`config.mk`:
```
export PLATFORM = sky130hd
export DESIGN_NAME = uopDecodeStage
export DESIGN_NICKNAME = d
export VERILOG_FILES = /design/src/logic/uopPkg.sv /design/src/logic/fetchDecodeReg.sv /design/src/logic/uopControlDecoder.sv /design/src/logic/uopDecodeStage.sv /design/src/logic/uopSequencer.sv
export SDC_FILE = /design/constraint.sdc
export NUM_CORES = 1
export LEC_CHECK = 0
export ABC_AREA = 1
export ABC_CLOCK_PERIOD_IN_PS = 2400
export BUFFER_PORTS_ARGS = -buffer_cell sky130_fd_sc_hd__buf_4
export CORE_ASPECT_RATIO = 0.7
export CORE_MARGIN = 4
export CORE_UTILIZATION = 45
export CTS_CLUSTER_SIZE = 30
export DETAILED_ROUTE_END_ITERATION = 10
export PLACE_DENSITY = 0.75
export SLEW_MARGIN = 20
export SYNTH_ARGS = -nofsm -noshare
export SYNTH_HDL_FRONTEND = slang
export SYNTH_SLANG_ARGS = --single-unit
```
`constraint.sdc`:
```
create_clock -name clk -period 2.4 [get_ports clk]
set_clock_uncertainty 0.2 [all_clocks]
set_input_delay 0.12 -clock clk [delete_from_list [all_inputs] [get_ports clk]]
set_output_delay 0.12 -clock clk [all_outputs]
set_load 0.02 [all_outputs]
```
`src/logic/uopPkg.sv`:
```
// Micro-op decode types
`default_nettype none

package uopPkg;

	typedef logic [31:0] instrWord; // raw fetched instruction

	typedef struct packed {
		logic [3:0]  cond; // condition code, only carried
		logic [2:0]  kind; // bits 27:25, bit 25 is the immediate flag
		logic [3:0]  opcode; // data-processing opcode
		logic        s; // update flags
		logic [3:0]  rn; // first operand
		logic [3:0]  rd; // destination
		logic [11:0] op2; // shifter operand or rotated immediate
	} dpFields;

	typedef struct packed {
		logic [3:0] cond;
		logic [5:0] kind; // zero for the multiply group
		logic       acc; // set for MLA
		logic       s;
		logic [3:0] rd; // product destination
		logic [3:0] ra; // accumulate operand
		logic [3:0] rs;
		logic [3:0] marker; // 1001 marks a multiply
		logic [3:0] rm;
	} mulFields;

	// raw data-processing opcodes
	localparam logic [3:0] opAnd = 4'b0000;
	localparam logic [3:0] opEor = 4'b0001;
	localparam logic [3:0] opSub = 4'b0010;
	localparam logic [3:0] opRsb = 4'b0011;
	localparam logic [3:0] opAdd = 4'b0100;
	localparam logic [3:0] opTst = 4'b1000;
	localparam logic [3:0] opTeq = 4'b1001;
	localparam logic [3:0] opCmp = 4'b1010;
	localparam logic [3:0] opCmn = 4'b1011;
	localparam logic [3:0] opOrr = 4'b1100;
	localparam logic [3:0] opMov = 4'b1101;

	typedef enum logic [1:0] {ready, rsrSecond, mlaSecond} seqState;

	typedef enum logic [3:0] {
		aluAnd, aluEor, aluSub, aluRsb, aluAdd, aluOrr, aluMov, aluMul, aluNop
	} aluOp;

	typedef struct packed {
		logic wa3Hi; // bit 4 of the write address
		logic ra2Hi;
		logic ra1Hi;
	} regSel;

	typedef struct packed {
		instrWord instr; // micro-op in ARM encoding
		regSel    sel; // scratch register reach
		logic     noFlags; // suppress flag update
		logic     keepV; // leave V untouched
		logic     valid;
	} uopBundle;

	typedef struct packed {
		logic       valid;
		logic [3:0] cond;
		aluOp       op;
		logic       setFlags;
		logic       keepV;
		logic       regWrite;
		logic       immOp; // operand 2 is the rotated immediate
		logic [4:0] wa3;
		logic [4:0] ra1;
		logic [4:0] ra2;
		logic [1:0] shiftType;
		logic [4:0] shamt;
		logic [11:0] imm12;
	} ctrlWord;

endpackage

`default_nettype wire

```
`src/logic/fetchDecodeReg.sv`:
```
// Fetch to decode register
`default_nettype none

module fetchDecodeReg (
	input  logic             clk,
	input  logic             rst,
	input  logic             flush, // drop the held instruction
	input  logic             stall, // hold while a micro-op pair is in flight
	input  logic             fetchValid,
	input  uopPkg::instrWord instrF,
	output uopPkg::instrWord instrD,
	output logic             validD
);

	// valid bit is control state, cleared by reset and flush
	always_ff @(posedge clk) begin
		if (rst || flush) begin
			validD <= 1'b0; // bubble into decode
		end else if (!stall) begin
			validD <= fetchValid; // take the new fetch slot
		end
	end

	// instruction payload just follows the enable
	always_ff @(posedge clk) begin
		if (!stall) begin
			instrD <= instrF; // held under stall for the second micro-op
		end
	end

endmodule

`default_nettype wire

```
`src/logic/uopControlDecoder.sv`:
```
// Micro-op control decoder
`default_nettype none

module uopControlDecoder #(
	parameter int unsigned ScratchReg = 16
) (
	input  uopPkg::uopBundle uop,
	output uopPkg::ctrlWord  ctrl
);
	import uopPkg::*;

	localparam logic [4:0] scratchAddr = 5'(ScratchReg);

	dpFields  dp;
	mulFields mul;
	logic     isMul;
	logic     isRegShift; // Rs supplies the shift amount
	logic     isCompare; // TST TEQ CMP CMN
	aluOp     dpOp;

	// extend a 4-bit field to the 5-bit register space
	function automatic logic [4:0] regAddr(input logic hi, input logic [3:0] field);
		return {hi & scratchAddr[4], field};
	endfunction

	assign dp         = uop.instr;
	assign mul        = uop.instr;
	assign isMul      = (mul.marker == 4'b1001);
	assign isRegShift = !dp.kind[0] && !dp.op2[7] && dp.op2[4];
	assign isCompare  = (dp.opcode[3:2] == 2'b10);

	always_comb begin
		case (dp.opcode)
			opAnd, opTst: dpOp = aluAnd; // TST is a flag-only AND
			opEor, opTeq: dpOp = aluEor;
			opSub, opCmp: dpOp = aluSub;
			opRsb:        dpOp = aluRsb;
			opAdd, opCmn: dpOp = aluAdd;
			opOrr:        dpOp = aluOrr;
			opMov:        dpOp = aluMov;
			default:      dpOp = aluNop; // carry and bit-clear ops not handled here
		endcase
	end

	always_comb begin
		ctrl       = '0;
		ctrl.valid = uop.valid;
		ctrl.cond  = dp.cond; // carried, evaluated later
		ctrl.op    = aluNop;

		if (uop.valid) begin
			if (isMul) begin
				ctrl.op       = aluMul;
				ctrl.wa3      = regAddr(uop.sel.wa3Hi, mul.rd);
				ctrl.ra1      = regAddr(uop.sel.ra1Hi, mul.rm);
				ctrl.ra2      = regAddr(uop.sel.ra2Hi, mul.rs);
				ctrl.regWrite = 1'b1;
			end else begin
				ctrl.op       = dpOp;
				ctrl.wa3      = regAddr(uop.sel.wa3Hi, dp.rd);
				// register shift reads Rs on port 1, only MOV gets here
				ctrl.ra1      = regAddr(uop.sel.ra1Hi, isRegShift ? dp.op2[11:8] : dp.rn);
				ctrl.regWrite = !isCompare && (dpOp != aluNop);
				ctrl.immOp    = dp.kind[0];
				if (dp.kind[0]) begin
					ctrl.imm12 = dp.op2; // rotate and imm8 kept packed
				end else begin
					ctrl.ra2       = regAddr(uop.sel.ra2Hi, dp.op2[3:0]);
					ctrl.shiftType = dp.op2[6:5];
					if (!isRegShift) begin
						ctrl.shamt = dp.op2[11:7]; // immediate shift amount
					end
				end
			end
			ctrl.setFlags = dp.s && !uop.noFlags; // S sits at bit 20 in both forms
			ctrl.keepV    = uop.keepV;
		end
	end

endmodule

`default_nettype wire

```
`src/logic/uopDecodeStage.sv`:
```
// Decode stage top
`default_nettype none

module uopDecodeStage #(
	parameter int unsigned ScratchReg = 16 // bit 4 must be set
) (
	input  logic             clk,
	input  logic             rst,
	input  logic             fetchValid,
	input  logic             flush,
	input  uopPkg::instrWord instrF,
	output uopPkg::ctrlWord  ctrlD,
	output logic             stallD
);
	import uopPkg::*;

	instrWord instrD; // held instruction
	logic     validD;
	uopBundle uop; // sequencer to decoder

	fetchDecodeReg fdReg (
		.clk        (clk),
		.rst        (rst),
		.flush      (flush),
		.stall      (stallD), // stage stalls itself
		.fetchValid (fetchValid),
		.instrF     (instrF),
		.instrD     (instrD),
		.validD     (validD)
	);

	uopSequencer #(
		.ScratchReg (ScratchReg)
	) seq (
		.clk    (clk),
		.rst    (rst),
		.flush  (flush),
		.instrD (instrD),
		.validD (validD),
		.uop    (uop),
		.stall  (stallD)
	);

	uopControlDecoder #(
		.ScratchReg (ScratchReg)
	) dec (
		.uop  (uop),
		.ctrl (ctrlD)
	);

endmodule

`default_nettype wire

```
`src/logic/uopSequencer.sv`:
```
// Micro-op sequencer
`default_nettype none

module uopSequencer #(
	parameter int unsigned ScratchReg = 16
) (
	input  logic             clk,
	input  logic             rst,
	input  logic             flush,
	input  uopPkg::instrWord instrD,
	input  logic             validD,
	output uopPkg::uopBundle uop,
	output logic             stall // high in the first micro-op of a pair
);
	import uopPkg::*;

	localparam logic [4:0] scratchAddr = 5'(ScratchReg); // bit 4 comes back via regSel

	seqState  state;
	seqState  nextState;
	dpFields  dp; // instruction seen as data processing
	mulFields mul; // same bits seen as multiply
	dpFields  rsrMov; // MOV scratch, Rm shifted by Rs
	dpFields  rsrOp; // original op reading scratch
	mulFields mulOp; // MUL into scratch
	dpFields  mlaAdd; // ADD Rd, Ra, scratch
	logic     isRsr;
	logic     isMla;

	assign dp  = instrD;
	assign mul = instrD;

	// register shifted by register: bits 27:25 zero, bit 7 low, bit 4 high
	assign isRsr = (dp.kind == 3'b000) && !dp.op2[7] && dp.op2[4];
	assign isMla = mul.acc && (mul.marker == 4'b1001); // multiply with accumulate

	// micro-op words, built from the held instruction
	always_comb begin
		rsrMov        = dp;
		rsrMov.opcode = opMov;
		rsrMov.s      = 1'b0; // no flags from the shift step
		rsrMov.rn     = 4'b0000; // MOV ignores Rn
		rsrMov.rd     = scratchAddr[3:0]; // low bits, wa3Hi supplies bit 4

		rsrOp     = dp;
		rsrOp.op2 = {8'b0, scratchAddr[3:0]}; // shift gone, Rm becomes scratch

		mulOp      = mul;
		mulOp.kind = 6'b000000;
		mulOp.acc  = 1'b0; // plain MUL
		mulOp.s    = 1'b0;
		mulOp.rd   = scratchAddr[3:0];
		mulOp.ra   = 4'b0000;

		mlaAdd        = '0;
		mlaAdd.cond   = mul.cond;
		mlaAdd.kind   = 3'b000; // register operand, zero shift
		mlaAdd.opcode = opAdd;
		mlaAdd.s      = mul.s; // flags follow the MLA S bit
		mlaAdd.rn     = mul.ra;
		mlaAdd.rd     = mul.rd;
		mlaAdd.op2    = {8'b0, scratchAddr[3:0]};
	end

	always_ff @(posedge clk) begin
		if (rst || flush) begin
			state <= ready; // abandon any half-issued pair
		end else begin
			state <= nextState;
		end
	end

	// Mealy outputs, the first micro-op leaves in the same cycle as the instruction
	always_comb begin
		nextState   = ready;
		uop.instr   = instrD; // pass-through by default
		uop.sel     = '0;
		uop.noFlags = 1'b0;
		uop.keepV   = 1'b0;
		uop.valid   = validD; // invalid gives a bubble
		stall       = 1'b0;

		case (state)
			ready: begin
				if (validD && isRsr) begin
					uop.instr     = rsrMov;
					uop.sel.wa3Hi = 1'b1; // write scratch
					uop.noFlags   = 1'b1;
					stall         = 1'b1;
					nextState     = rsrSecond;
				end else if (validD && isMla) begin
					uop.instr     = mulOp;
					uop.sel.wa3Hi = 1'b1;
					uop.noFlags   = 1'b1;
					stall         = 1'b1;
					nextState     = mlaSecond;
				end
			end
			rsrSecond: begin
				uop.instr     = rsrOp;
				uop.sel.ra2Hi = 1'b1; // Rm read from scratch
			end
			mlaSecond: begin
				uop.instr     = mlaAdd;
				uop.sel.ra2Hi = 1'b1;
				uop.keepV     = 1'b1; // MLA leaves V alone
			end
			default: begin
				nextState = ready; // unused code, recover
			end
		endcase
	end

endmodule

`default_nettype wire

```
## Word level (Yosys, flattened, before mapping)

Memory sizes are Yosys's and may differ from the RTL's.
Index checks and enable logic that the tools add are counted.

- Register bits: 35
- Memory bits (read-only): 64
- Bits of input ports: 36
- Output and inout bits: 48
- Memories: 1

- Equal/unequal tests: 6
- Muxes and demuxes: 21
- Bitwise operators: 1
- Reduce and logical (&&, ||, !) cells: 20

Memory list:

| name | words | width | read ports | clocked after memory_dff | wr ports | RTL line | text |
|---|---|---|---|---|---|---|---|
| (no name shown) | 16 | 4 | 1 | 0 | 0 | uopControlDecoder.sv:33 | `case (dp.opcode)` |

Operators by type and width:

| operator | number |
|---|---|
| one-hot mux 26 bit (3 select lines) | 1 |
| 2-to-1 mux 27 bit | 2 |
| 2-to-1 mux 42 bit | 1 |
| 2-to-1 mux 12 bit | 2 |
| 2-to-1 mux 19 bit | 1 |
| 2-to-1 mux 14 bit | 1 |
| logical AND 1 bit | 9 |
| 2-to-1 mux 1 bit | 9 |
| == test 4 bit (second input constant) | 2 |
| 2-to-1 mux 4 bit | 2 |
| zero test 1 bit | 5 |
| 2-to-1 mux 5 bit | 1 |
| == test 2 bit (second input constant) | 2 |
| inequality test 4 bit (second input constant) | 1 |
| OR reduction 2 bit | 2 |
| zero test 3 bit | 1 |
| OR reduction 3 bit | 1 |
| == test 2 x 1 -> 1 bit (second input constant) | 1 |
| zero test 2 bit | 1 |
| 2-to-1 mux 2 bit | 1 |
| logical OR 1 bit | 1 |
| inverter 1 bit | 1 |

## Depth between registers and ports, before layout

Gate-level depths: netlist of run 1.

- Word-level depth: 13
- Depth in mapped cells: 13

## Cells and area by module

Synthesis of run 1 repeated with hierarchy kept, for this count alone.

- Cell total of the unflattened synthesis: 306
- Area total of the unflattened synthesis: 2308.5 µm²

By module, submodules not included:

| module | instances | cells each | area each (µm²) | seq. area each (µm²) |
|---|---|---|---|---|
| fetchDecodeReg | 1 | 40 | 1009.7 | 980.9 |
| uopSequencer | 1 | 128 | 668.1 | 40.0 |
| uopControlDecoder | 1 | 138 | 630.6 | 0.0 |

## Least setup slack after synthesis of run 1

No wires, ideal clock.

- Path type: register to output
- Start point: register seq.state[0]
- End point: output ctrlD[10] (netlist bit)
- Data arrival time: 2.116 ns
- Data required time: 2.080 ns
- Path slack: -0.036 ns
- Stages on the path, launching flop included: 12
- Cells stage by stage: dfxtp_1 -> inv_1 -> ha_1 -> nor2_4 -> nor2_2 -> inv_2 -> nor2_2 -> inv_2 -> nand3_1 -> nor2_1 -> inv_2 -> nor3_1

RTL lines:

| element | RTL line | text |
|---|---|---|
| start, declared | uopSequencer.sv:19 | `seqState state;` |
| start signal, assigned | uopSequencer.sv:67 | `state <= ready;` |
| start signal, assigned | uopSequencer.sv:69 | `state <= nextState;` |
| end, declared | uopDecodeStage.sv:12 | `output uopPkg::ctrlWord ctrlD,` |

==> results of run 1 <==
-- through the flow --
stage | instance area (um2) | util, % | setup slack, ps | hold slack (ps)
6_report | 3450 | 77.9 | 11.1 | 333
4_1_cts | 3270 | 73.8 | 27.2 | 334
2_1_floorplan | 2100 | - | -36.4 | -3.21
3_3_place_gp | 2750 | 62.1 | 161 | 98.0
3_5_place_dp | 2750 | 62.1 | 94.1 | 99.5
5_1_grt | 3450 | 77.9 | -107 | 330
-- cell type report --
| type | instances | area [um2] |
|---|---|---|
| well taps | 55 | 68.8 |
| clock inverters | 2 | 13.8 |
| multi-input cells | 163 | 996 |
| clock buffers | 5 | 68.8 |
| flip-flops and latches | 35 | 1030 |
| fillers | 291 | 977 |
| inverters | 45 | 175 |
| repair buffers | 132 | 1100 |
-- worst paths after layout --
path,slack (ps),start,end,depth (start not counted)
worst max register to register,430,fdReg.instrD[25],seq.state[0],6
worst max-delay path,10,seq.state[1],ctrlD[39],11
worst min register to register,500,fdReg.instrD[5],seq.state[1],3
worst min-delay path,330,instrF[13],fdReg.instrD[13],2
-- synth_stat cells (all sizes together) --
master / number / share of area (%)
edfxtp: 32 / 46
clkinv: 1 / 0.18
or2: 1 / 0.30
a31oi: 8 / 2.4
nand3: 22 / 6.0
o21ai: 18 / 4.3
clkbuf: 5 / 0.95
nand2: 49 / 9.0
conb: 1 / 0.18
nor3: 5 / 1.2
o211ai: 5 / 1.8
inv: 44 / 7.9
ha: 4 / 2.4
nor2: 36 / 7.3
buf: 10 / 3.6
dfxtp: 3 / 2.9
a21oi: 3 / 0.71
nor4: 3 / 0.89
nand4: 8 / 2.4
-- what timing repair did --
item,in CTS,in global routing
endpoints found under the setup margin,34,34
buffers inserted,3,4
hold buffers,36,0
gates cloned,0,0
endpoints found under the hold margin,35,0
resized for setup,15,40
pin swaps,1,16
-- placed cells by master (no fill, tap or decap), types with 3 or more instances in the layout --
cell type                       count
sky130_fd_sc_hd__a31oi_1            8
sky130_fd_sc_hd__buf_4             93
sky130_fd_sc_hd__clkbuf_8           5
sky130_fd_sc_hd__dlygate4sd3_1     36
sky130_fd_sc_hd__edfxtp_1          32
sky130_fd_sc_hd__inv_1             37
sky130_fd_sc_hd__inv_2              5
sky130_fd_sc_hd__nand2_1           40
sky130_fd_sc_hd__nand2_2            6
sky130_fd_sc_hd__nand2_4            3
sky130_fd_sc_hd__nand3_1           14
sky130_fd_sc_hd__nand3_2            4
sky130_fd_sc_hd__nand3_4            4
sky130_fd_sc_hd__nand4_1            8
sky130_fd_sc_hd__nor2_1            25
sky130_fd_sc_hd__nor2_2             4
sky130_fd_sc_hd__nor2_4             7
sky130_fd_sc_hd__nor3_2             3
sky130_fd_sc_hd__nor4_1             3
sky130_fd_sc_hd__o211ai_1           5
sky130_fd_sc_hd__o21ai_0            8
sky130_fd_sc_hd__o21ai_1            9
-- cells by family (layout without fill, tap and decap cells) --
| logic type | count (synthesis) | count (layout) | synth area share (%) |
|---|---|---|---|
| flops | 35 | 35 | 48.6 |
| simple gates | 124 | 124 | 27.0 |
| compound gates | 34 | 34 | 9.18 |
| fa+ha+maj | 4 | 4 | 2.38 |
| other cells | 1 | 1 | 0.179 |
| buf+inv | 60 | 184 | 12.6 |
-- sequential cells by signal, indices dropped and copies added (netlist names) --
| signal | cells |
|---|---|
| fdReg.instrD | 32 |
| seq.state | 2 |
| fdReg.validD | 1 |
-- metal layers --
metal | up-vias | wire length [um] | GRT usage (%)
met3 | 16 | 629 | 6.64
met1 | 1033 | 2980 | 33.3
met4 | 0 | 105 | 5.20
li1 | 1097 | - | -
met2 | 128 | 3020 | 33.4
met5 | - | 0 | 0
-- power breakdown --
part	leakage, uW	switching [uW]	internal [uW]
clock	0.0000440	226	198
combinational	0.00129	133	140
sequential	0.000364	21.3	695
==> results.txt, run 1 <==
- The pre-antenna-repair detailed-routing pass consisted of 5 iterations.
* Die Footprint: 5840 um2
- Clock transition at the registers of the reported paths: 80 ps
* Total Power Consumption: 1410 uW
* Drt first-iter violations: 244
- Total number of clock tree sinks: 35
- Number of flip-flops and latches in the synthesized netlist: 35
* Clock Path Buffers: 2
* Worst Path Max Fanout: 6
- Initial standard-cell utilization of the core: 47.4%
* Count of yosys warnings during synthesis: 0
- After floorplanning, the core was divided into 20 placement rows.
- Global routing consumed, over all layers together, 22.8% of the routing resources.
- Library cell used as clock root buffer: sky130_fd_sc_hd__clkbuf_8
- STA classifies the critical path endpoint as an output pin.
- In the final layout, the share of cells above drive strength 1 is 39.0%.
- Critical path buffer and inverter count: 3
- Leakage power figure: 0.00170 uW
* Antenna diode count: 0
- The final count of pins violating max slew came to 0.
* Total placed cells including tap cells: 387
- Area added between synthesis and finish: 64.4%
* Post-synthesis instance total: 258
- Total Routed Length: 6730 um
* Power per cell area: 409 nW/um2
* Top Family by Delay on Critical Path: simple AND/OR/NAND/NOR gates
- Final instance count without filler cells: 437
- Data on the critical path is required at its endpoint by 2080 ps.
* Drt via density: 5.20
* Skew-Pair Late Insertion Delay: 300 ps
- RSZ-0062 raised after global routing: yes
* Cell repeated most along the worst path: sky130_fd_sc_hd__nand3_1
* Status: complete, no violations
* Antenna violations before repair: 0
- CTS H-Tree Depth: 2
* Achievable clock frequency: 419 MHz
* Average footprint of a synthesized cell: 8.14 um2
- During I/O placement, the number of pins put on the boundary was 84.
- Setup violations remaining at the end of the flow were counted as 0.
* Register area share after synthesis: 48.6%
- Total number of vias: 2274
- For this run, the slowest stage of the critical path takes 390 ps.
* Placed wire-length estimate: 4410 um
- Detail-routed net length per standard cell: 15.4 um
- The hold violation count in the final report is 0.
* Die boundary width: 89.6 um
- For this run, design rule violations remaining after detail routing come to 0.
- Synth unique cells: 28
* Cells traversed along the worst timing path: inv_4, ha_4, nor2_4, inv_2, or2_4, nand3_2, nand2_2, nand3_1, nand3_1, a21oi_1, buf_4
- Final sum of negative setup slack: 0 ps
- Once detail routing completed, the nets flagged for antenna violations numbered 0.
* Number of CTS-inserted buffers: 5
* VDD IR-drop max: 0.292 mV
- Across the run, the number of max-cap violations was 0.
- CP Class: flip-flop to output pin
- The number of global-route vias before repair was 2072.
* Wire length of the first global-routing pass: 10100 um
- Post-synth net total: 298
- Summed over all layers, the global routing overflow is 0.
- The tightest min-delay check is of the input port to flip-flop type.
* Cell with the largest stage delay on the worst path: sky130_fd_sc_hd__dfxtp_4
- Counting I/O delays and the setup requirement, the final critical path takes 2390 ps.
- Clock tree from TritonCTS: done
* GPL Wtd Cong: 0.906
- Post-route fraction of the period consumed by the critical path: 99.5%
- Measured along the y axis, the die boundary spans 65.2 um.
* Number of input and output port buffers inserted: 82
- The final layout contains 422 nets.
* Area of the core: 4430 um2
- The cell area that synthesis handed to floorplanning was 2100 um2.
- Entering global routing, the biggest net connects 33 pins.
- Startpoint type of the worst setup path: flip-flop
* Arrival @ worst endpoint: 2070 ps
Note: power is estimated with default switching activity, not from simulation.
==> run 2, diff against run 1 <==
--- a/config.mk
+++ b/config.mk
@@ -13,7 +13,7 @@
 export CORE_UTILIZATION = 45
 export CTS_CLUSTER_SIZE = 30
 export DETAILED_ROUTE_END_ITERATION = 10
-export PLACE_DENSITY = 0.75
+export PLACE_DENSITY = 0.83
 export SLEW_MARGIN = 20
 export SYNTH_ARGS = -nofsm -noshare
 export SYNTH_HDL_FRONTEND = slang
==> results.txt, run 2 (same netlist as run 1, synthesis figures left out) <==
- Status: complete, no violations (unchanged).
- The H-tree depth is 2 (unchanged).
* Clock Path Buffers: 2 (unchanged)
* Cell repeated most along the worst path: sky130_fd_sc_hd__buf_4 (was sky130_fd_sc_hd__nand3_1)
- Cells traversed along the worst timing path: inv_2, ha_4, buf_4, buf_4, nand2_1, nand2_4, nand3_2, nand2_1, clkinv_2, o211ai_1, inv_1, buf_4 (was inv_4, ha_4, nor2_4, inv_2, or2_4, nand3_2, nand2_2, nand3_1, nand3_1, a21oi_1, buf_4).
- The top layer reached by signal wires is met4 (unchanged).
- Worst path required time: 2080 ps (about the same)
* Critical path buffer and inverter count: 6 (was 3)
- The critical-path cell with the highest stage delay is sky130_fd_sc_hd__dfxtp_4 (unchanged).
- WHS Endpoint: fdReg.instrD[4] (was fdReg.instrD[13])
- Reg2reg path depth: 7 (was 6)
- Post-route fraction of the period consumed by the critical path: 99.4% (was 99.5%)
- Min cycle time layout: 2380 ps (was 2390 ps)
- The peak ir drop on the vdd network was 0.404 mV (was 0.292 mV).
* Top Family by Delay on Critical Path: buffers and inverters (was simple AND/OR/NAND/NOR gates)
- The area of the die was 5840 um2 (unchanged).
- The endpoint arrival time on the critical path came to 2060 ps (was 2070 ps).
- RSZ-0062 raised after global routing: yes (unchanged)
- The share of cells above drive strength 1 was 42.6% (was 39.0%).
* Antenna violations before repair: 0 (unchanged)
- The via count was 2362 (was 2274).
- The clock buffer count from CTS came to 5 (unchanged).
* Clock tree from TritonCTS: done (unchanged)
* Placement Rows: 20 (unchanged)
- The critical path launch point type is a flip-flop (unchanged).
* WL met1: 2830 um (was 2980 um)
- Count of filler cells inserted in the layout: 273 (was 291)
- The leakage power was 0.00173 uW (was 0.00170 uW).
- Placed wire-length estimate: 4470 um (was 4410 um)
* Commonest non-fill, non-tap cells in the layout: sky130_fd_sc_hd__buf_4, sky130_fd_sc_hd__inv_1, sky130_fd_sc_hd__nand2_1 (was sky130_fd_sc_hd__buf_4, sky130_fd_sc_hd__nand2_1, sky130_fd_sc_hd__inv_1)
- The number of global-route vias before repair came to 2164 (was 2072).
- Hold Path Depth: 2 (unchanged)
- The total iterations of the first detailed-routing run was 4 (was 5).
- The startpoint-to-endpoint class of the critical path is flip-flop to output pin (unchanged).
- The area growth from synthesis to final layout came to 68.4% (was 64.4%).
- Hold Violations, Final: 0 (unchanged)
- Registers with the highest flip-flop counts: fdReg.instrD x32, seq.state x2, fdReg.validD x1 (unchanged).
- The power per standard cell area was 402 nW/um2 (was 409 nW/um2).
- The number of diodes added for antenna fixing is 0 (unchanged).
- The DRC violation total after the first TritonRoute iteration is 297 (was 244).
- The final core utilization was 79.8% (was 77.9%).
- The worst setup slack for register-to-register paths was 290 ps (was 430 ps).
* Final-report max-slew violation count: 0 (unchanged)
* Final worst hold slack: 337 ps (was 333 ps)
- Register with the most flip-flops: fdReg.instrD (unchanged)
- Initial standard-cell utilization of the core: 47.4% (unchanged)
- Startpoint of the tightest hold check path: instrF[4] (was instrF[13])
- The net count reported at finish was 427 (was 422).
* Count of final setup violators: 0 (unchanged)
* Boundary pin count: 84 (unchanged)
* Achievable clock frequency: 419 MHz (about the same)
- The clock insertion delay at the later pin of the skew report is 290 ps (was 300 ps).
- The total overflow reported by the global router was 0 (unchanged).
- The highest cell delay on the worst timing path came to 360 ps (was 390 ps).
* Wire length of the first global-routing pass: 10200 um (was 10100 um)
- RR Endpoint: seq.state[1] (was seq.state[0])
* Largest register FFs: 32 (unchanged)
- The number of routed nets with antenna violations came to 0 (unchanged).
- The core box area is 4430 um2 (unchanged).
* Remaining design rule violation count: 0 (unchanged)
- Most frequent standard cell in the layout excluding fill and tap cells: sky130_fd_sc_hd__buf_4 (unchanged)
* Detail-routed net length per standard cell: 15.9 um (was 15.4 um)
- Die boundary width: 89.6 um (unchanged)
- The cell at the root of the clock tree is sky130_fd_sc_hd__clkbuf_8 (unchanged).
* Worst-case setup margin in the final layout: 15.5 ps (was 11.1 ps)
* Drt via density: 5.34 (was 5.20)
- Number of input and output port buffers inserted: 82 (unchanged)
- The number of max-cap violations is 0 (unchanged).
* Total number of clock tree sinks: 35 (unchanged)
* Startpoint of the worst-slack reg-to-reg timing path: fdReg.instrD[6] (was fdReg.instrD[25])
- Pin count of the biggest net entering global routing: 27 (was 33)
- Worst Path Max Fanout: 7 (was 6)
* GPL Wtd Cong: 0.951 (was 0.906)
* Global router's overall resource usage: 22.5% (was 22.8%)
- The kind of end point of the critical path is an output pin (unchanged).
- Total Routed Length: 7040 um (was 6730 um)
* Die height: 65.2 um (unchanged)
- The clock slew at the register clock pins of the worst setup and hold paths was 80 ps (about the same).
- Path class of the lowest-slack min-delay path: input port to flip-flop (unchanged)
- Worst slack, placed: 76.5 ps (was 94.1 ps)
- The amount of wire on met3 after detailed routing was 759 um (was 629 um).
* Path length in cells of the critical path: 12 (was 11)
* Total met2 wirelength after detailed routing: 3320 um (was 3020 um)
-- run 2: cell count changes in the layout (fill, tap and decap cells not counted), sizes merged --
cell / before / now
buf: 96 / 101
-- run 2: cell type report --
class	instances	area, um2	area share (%)
well taps	55	68.8	1.95
inverters	45	175	4.96
multi-input cells	163	1050	29.6
repair buffers	137	1130	32.1
clock buffers	5	68.8	1.95
flip-flops and latches	35	1030	29.1
clock inverters	2	13.8	0.389
-- run 2: metal layers --
metal  global-route usage, %  vias to the layer above
li1                        -                     1104
met1                    32.2                     1080
met2                    34.4                      160
met3                    5.76                       18
met4                    4.83                        0
met5                       0                        -
-- run 2: worst max-delay path by stage --
stage | endpoint | slack, ps | startpoint
global placement | ctrlD[35] | 170 | seq.state[0]
finish | ctrlD[22] | 20 | seq.state[1]
floorplan | ctrlD[10] | -40 | seq.state[0]
CTS | ctrlD[39] | -4 | seq.state[1]
global route | ctrlD[27] | -100 | fdReg.instrD[6]
detailed placement | ctrlD[35] | 80 | seq.state[0]
-- run 2: stage by stage --
step,total power (uW),setup TNS (ps),std cells,instance area (um2)
2_1_floorplan,834,-109,258,2100
3_3_place_gp,923,0,388,2750
3_5_place_dp,927,0,388,2750
4_1_cts,1390,-7.03,432,3270
5_1_grt,1470,-1060,442,3530
6_report,1420,0,442,3530
-- run 2: where the power goes --
| part | total (uW) | switching [uW] | internal [uW] |
|---|---|---|---|
| registers | 714 | 19.7 | 694 |
| clock network | 422 | 223 | 198 |
| logic | 283 | 141 | 142 |
-- run 2: what timing repair did --
item                       CTS  global route
setup endpoints to repair   34            34
resized for setup           22            45
pin swaps                    2            17
buffers inserted             1            10
hold endpoints to repair    35             0
hold buffers                36             0
==> run 3, diff against run 2 <==
--- a/config.mk
+++ b/config.mk
@@ -6,14 +6,14 @@
 export NUM_CORES = 1
 export LEC_CHECK = 0
 export ABC_AREA = 1
-export ABC_CLOCK_PERIOD_IN_PS = 2400
+export ABC_CLOCK_PERIOD_IN_PS = 2160
 export BUFFER_PORTS_ARGS = -buffer_cell sky130_fd_sc_hd__buf_4
 export CORE_ASPECT_RATIO = 0.7
 export CORE_MARGIN = 4
-export CORE_UTILIZATION = 45
+export CORE_UTILIZATION = 44
 export CTS_CLUSTER_SIZE = 30
 export DETAILED_ROUTE_END_ITERATION = 10
-export PLACE_DENSITY = 0.83
+export PLACE_DENSITY = 0.85
 export SLEW_MARGIN = 20
 export SYNTH_ARGS = -nofsm -noshare
 export SYNTH_HDL_FRONTEND = slang
==> constraint.sdc (replaced) <==
create_clock -name clk -period 2.16 [get_ports clk]
set_clock_uncertainty 0.2 [all_clocks]
set_input_delay 0.108 -clock clk [delete_from_list [all_inputs] [get_ports clk]]
set_output_delay 0.108 -clock clk [all_outputs]
set_load 0.02 [all_outputs]
==> results.txt, run 3 (same netlist as run 1, synthesis figures left out) <==
- Status: complete, but fails checks (was complete, no violations).
- Violations in the final reports: setup timing
* Clock transition at the registers of the reported paths: 70 ps (was 80 ps)
* Area of the multi-input gates: 1120 um2 (was 1050 um2)
* Number of input and output port buffers inserted: 82 (unchanged)
- Worst Path Max Fanout: 18 (was 7)
- Share of final-layout standard cells stronger than drive strength 1: 48.1% (was 42.6%)
- Detail-routed net length per standard cell: 18.7 um (was 15.9 um)
* Final-report max-slew violation count: 0 (unchanged)
- Power per cell area: 431 nW/um2 (was 402 nW/um2)
- Utilization after layout: 83.6% (was 79.8%)
* Worst-case setup margin in the final layout: -327 ps (was 15.5 ps)
* Clock Path Buffers: 2 (unchanged)
- Boundary pin count: 84 (unchanged)
- Largest register FFs: 32 (unchanged)
* Number of global-route vias before repair: 2330 (was 2164)
- The number of placement rows is 20 (unchanged).
- The hold violation count in the final report is 0 (unchanged).
* Antenna violations before repair: 0 (unchanged)
- Placed cell areas: 2870 um2 (was 2750 um2)
- RSZ-0062 raised after global routing: yes (unchanged)
* Area of the core: 4480 um2 (was 4430 um2)
- Total met2 wirelength after detailed routing: 3940 um (was 3320 um)
- The clock net sink count was 35 (unchanged).
- Die boundary width: 90.6 um (was 89.6 um)
* Final instance count without filler cells: 452 (was 442)
* Total Power Consumption: 1610 uW (was 1420 uW)
* CP Class: flip-flop to output pin (unchanged)
- GPL Wtd Cong: 0.938 (was 0.951)
- Skew-Pair Late Insertion Delay: 290 ps (about the same)
- Initial standard-cell utilization of the core: 46.9% (was 47.4%)
* Registers with the highest flip-flop counts: fdReg.instrD x32, seq.state x2, fdReg.validD x1 (unchanged)
- Register area: 1030 um2 (unchanged)
* Remaining design rule violation count: 0 (unchanged)
* Area added between synthesis and finish: 78.4% (was 68.4%)
- The peak ir drop on the vdd network was 0.372 mV (was 0.404 mV).
- Met3 Routed Length: 822 um (was 759 um)
* Total Routed Length: 8440 um (was 7040 um)
* Global router's overall resource usage: 24.5% (was 22.5%)
* Count of final setup violators: 37 (was 0)
* Startpoint type of the worst setup path: flip-flop (unchanged)
* Post-route fraction of the period consumed by the critical path: 115%
* Die Footprint: 5960 um2 (was 5840 um2)
- Arrival @ worst endpoint: 2180 ps (was 2060 ps)
- Antenna diode count: 0 (unchanged)
- WL met1: 3390 um (was 2830 um)
- The number of fill cells in the layout is 235 (was 273).
* Path class of the lowest-slack min-delay path: input port to flip-flop (unchanged)
- Leftover overflow at the end of global routing: 0 (unchanged)
- CTS H-Tree Depth: 2 (unchanged)
* Commonest non-fill, non-tap cells in the layout: sky130_fd_sc_hd__buf_4, sky130_fd_sc_hd__dlygate4sd3_1, sky130_fd_sc_hd__inv_1, sky130_fd_sc_hd__nand2_1, sky130_fd_sc_hd__edfxtp_1 (was sky130_fd_sc_hd__buf_4, sky130_fd_sc_hd__inv_1, sky130_fd_sc_hd__nand2_1)
- Most frequent standard cell in the layout excluding fill and tap cells: sky130_fd_sc_hd__buf_4 (unchanged)
- The kind of end point of the critical path is an output pin (unchanged).
* Clock tree from TritonCTS: done (unchanged)
- Pin count of the biggest net entering global routing: 28 (was 27)
- The global-route wire length before repair was 11400 um (was 10200 um).
- Leakage power figure: 0.00181 uW (was 0.00173 uW)
* MaxCap Viol Count: 0 (unchanged)
- The clock buffer count from CTS was 5 (unchanged).
* Final standard cell area without fillers: 3750 um2 (was 3530 um2)
- Placed wire-length estimate: 4680 um (was 4470 um)
- The overall die height is 65.8 um (was 65.2 um).
- Number of nets in the finished design: 437 (was 427)
- Achievable clock frequency: 402 MHz
- The number of routed nets with antenna violations is 0 (unchanged).
- Drt first-iter violations: 318 (was 297)
* Drt via density: 5.60 (was 5.34)
- Worst path required time: 1850 ps (was 2080 ps)
- The worst path in the final design needs a cycle of 2490 ps, including I/O delays and setup.
- Highest metal layer with signal wires: met4 (unchanged)
* Total number of vias: 2529 (was 2362)
- The cell at the root of the clock tree is sky130_fd_sc_hd__clkbuf_8 (unchanged).
- The number of instances in the placed design was 397 (was 388).
- Pre-Repair DR Iteration Count: 8 (was 4)
- The most flop-heavy register is fdReg.instrD (unchanged).
==> run 3: cell types whose count changed in the layout (fill, tap and decap cells not counted), moves of 2 or more <==
| cell | delta |
|---|---|
| sky130_fd_sc_hd__nand3_1 | -2 |
| sky130_fd_sc_hd__nand3_4 | +2 |
| sky130_fd_sc_hd__clkinvlp_4 | +2 |
| sky130_fd_sc_hd__nand2_2 | +2 |
| sky130_fd_sc_hd__buf_6 | +9 |
| sky130_fd_sc_hd__nand2_1 | -4 |
| sky130_fd_sc_hd__nand2_4 | +3 |
| sky130_fd_sc_hd__buf_12 | +2 |
| sky130_fd_sc_hd__inv_1 | -4 |
| sky130_fd_sc_hd__inv_2 | +2 |
| sky130_fd_sc_hd__nor2_1 | -2 |
==> run 3: what timing repair did <==
item / CTS / global route
endpoints found under the setup margin: 36 / 40
gates cloned: 0 / 0
hold buffers: 36 / 0
endpoints found under the hold margin: 35 / 0
pin swaps: 5 / 17
resized for setup: 33 / 53
buffers inserted: 2 / 11
==> run 3: metal layers <==
| metal | GRT usage [%] | vias up |
|---|---|---|
| met2 | 40.9 | 175 |
| li1 | - | 1131 |
| met4 | 8.78 | 0 |
| met3 | 5.92 | 34 |
| met1 | 31.3 | 1189 |
| met5 | 0 | - |
==> run 3: layout make-up <==
type	instances	share of cell area (%)
clock buffer	5	1.84
sequential	35	27.5
tap	55	1.84
timing repair buffer	147	33.6
inverter	45	4.91
clock inverter	2	0.367
multi-input combinational	163	30.0
==> run 3: critical path, stage by stage, from the launching register on <==
cell                      delay [ps]
sky130_fd_sc_hd__dfxtp_4         370
sky130_fd_sc_hd__inv_4            70
sky130_fd_sc_hd__ha_4            150
sky130_fd_sc_hd__nor2_4           50
sky130_fd_sc_hd__nor2_2          170
sky130_fd_sc_hd__inv_2            90
sky130_fd_sc_hd__nor2_4          170
sky130_fd_sc_hd__inv_2            80
sky130_fd_sc_hd__buf_4           200
sky130_fd_sc_hd__o21ai_0         250
sky130_fd_sc_hd__a31oi_1          90
sky130_fd_sc_hd__buf_4           170
==> run 3: per-stage QoR <==
| step | TNS (ps) | hold WS (ps) | worst slack, ps |
|---|---|---|---|
| 3_5_place_dp | -184 | 87.6 | -69.0 |
| 3_3_place_gp | 0 | 86.7 | 62.8 |
| 5_1_grt | -9150 | 331 | -359 |
| 6_report | -6800 | 335 | -327 |
| 2_1_floorplan | 0 | -15.2 | 9.13 |
| 4_1_cts | -3320 | 323 | -160 |
==> run 3: report_power, final <==
group / leakage (uW) / total, uW / switching [uW] / internal (uW)
Combinational: 0.00140 / 346 / 177 / 169
Clock: 0.0000440 / 475 / 254 / 221
Sequential: 0.000364 / 793 / 21.9 / 771
==> run 3: path summary, 6_finish.rpt <==
| check | slack [ps] | cells past startpoint | start | end |
|---|---|---|---|---|
| worst min-delay path | 340 | 2 | instrF[5] | fdReg.instrD[5] |
| worst min register to register | 660 | 4 | fdReg.validD | seq.state[1] |
| worst max-delay path | -330 | 11 | seq.state[0] | ctrlD[27] |
| worst max register to register | -30 | 7 | fdReg.instrD[25] | seq.state[0] |
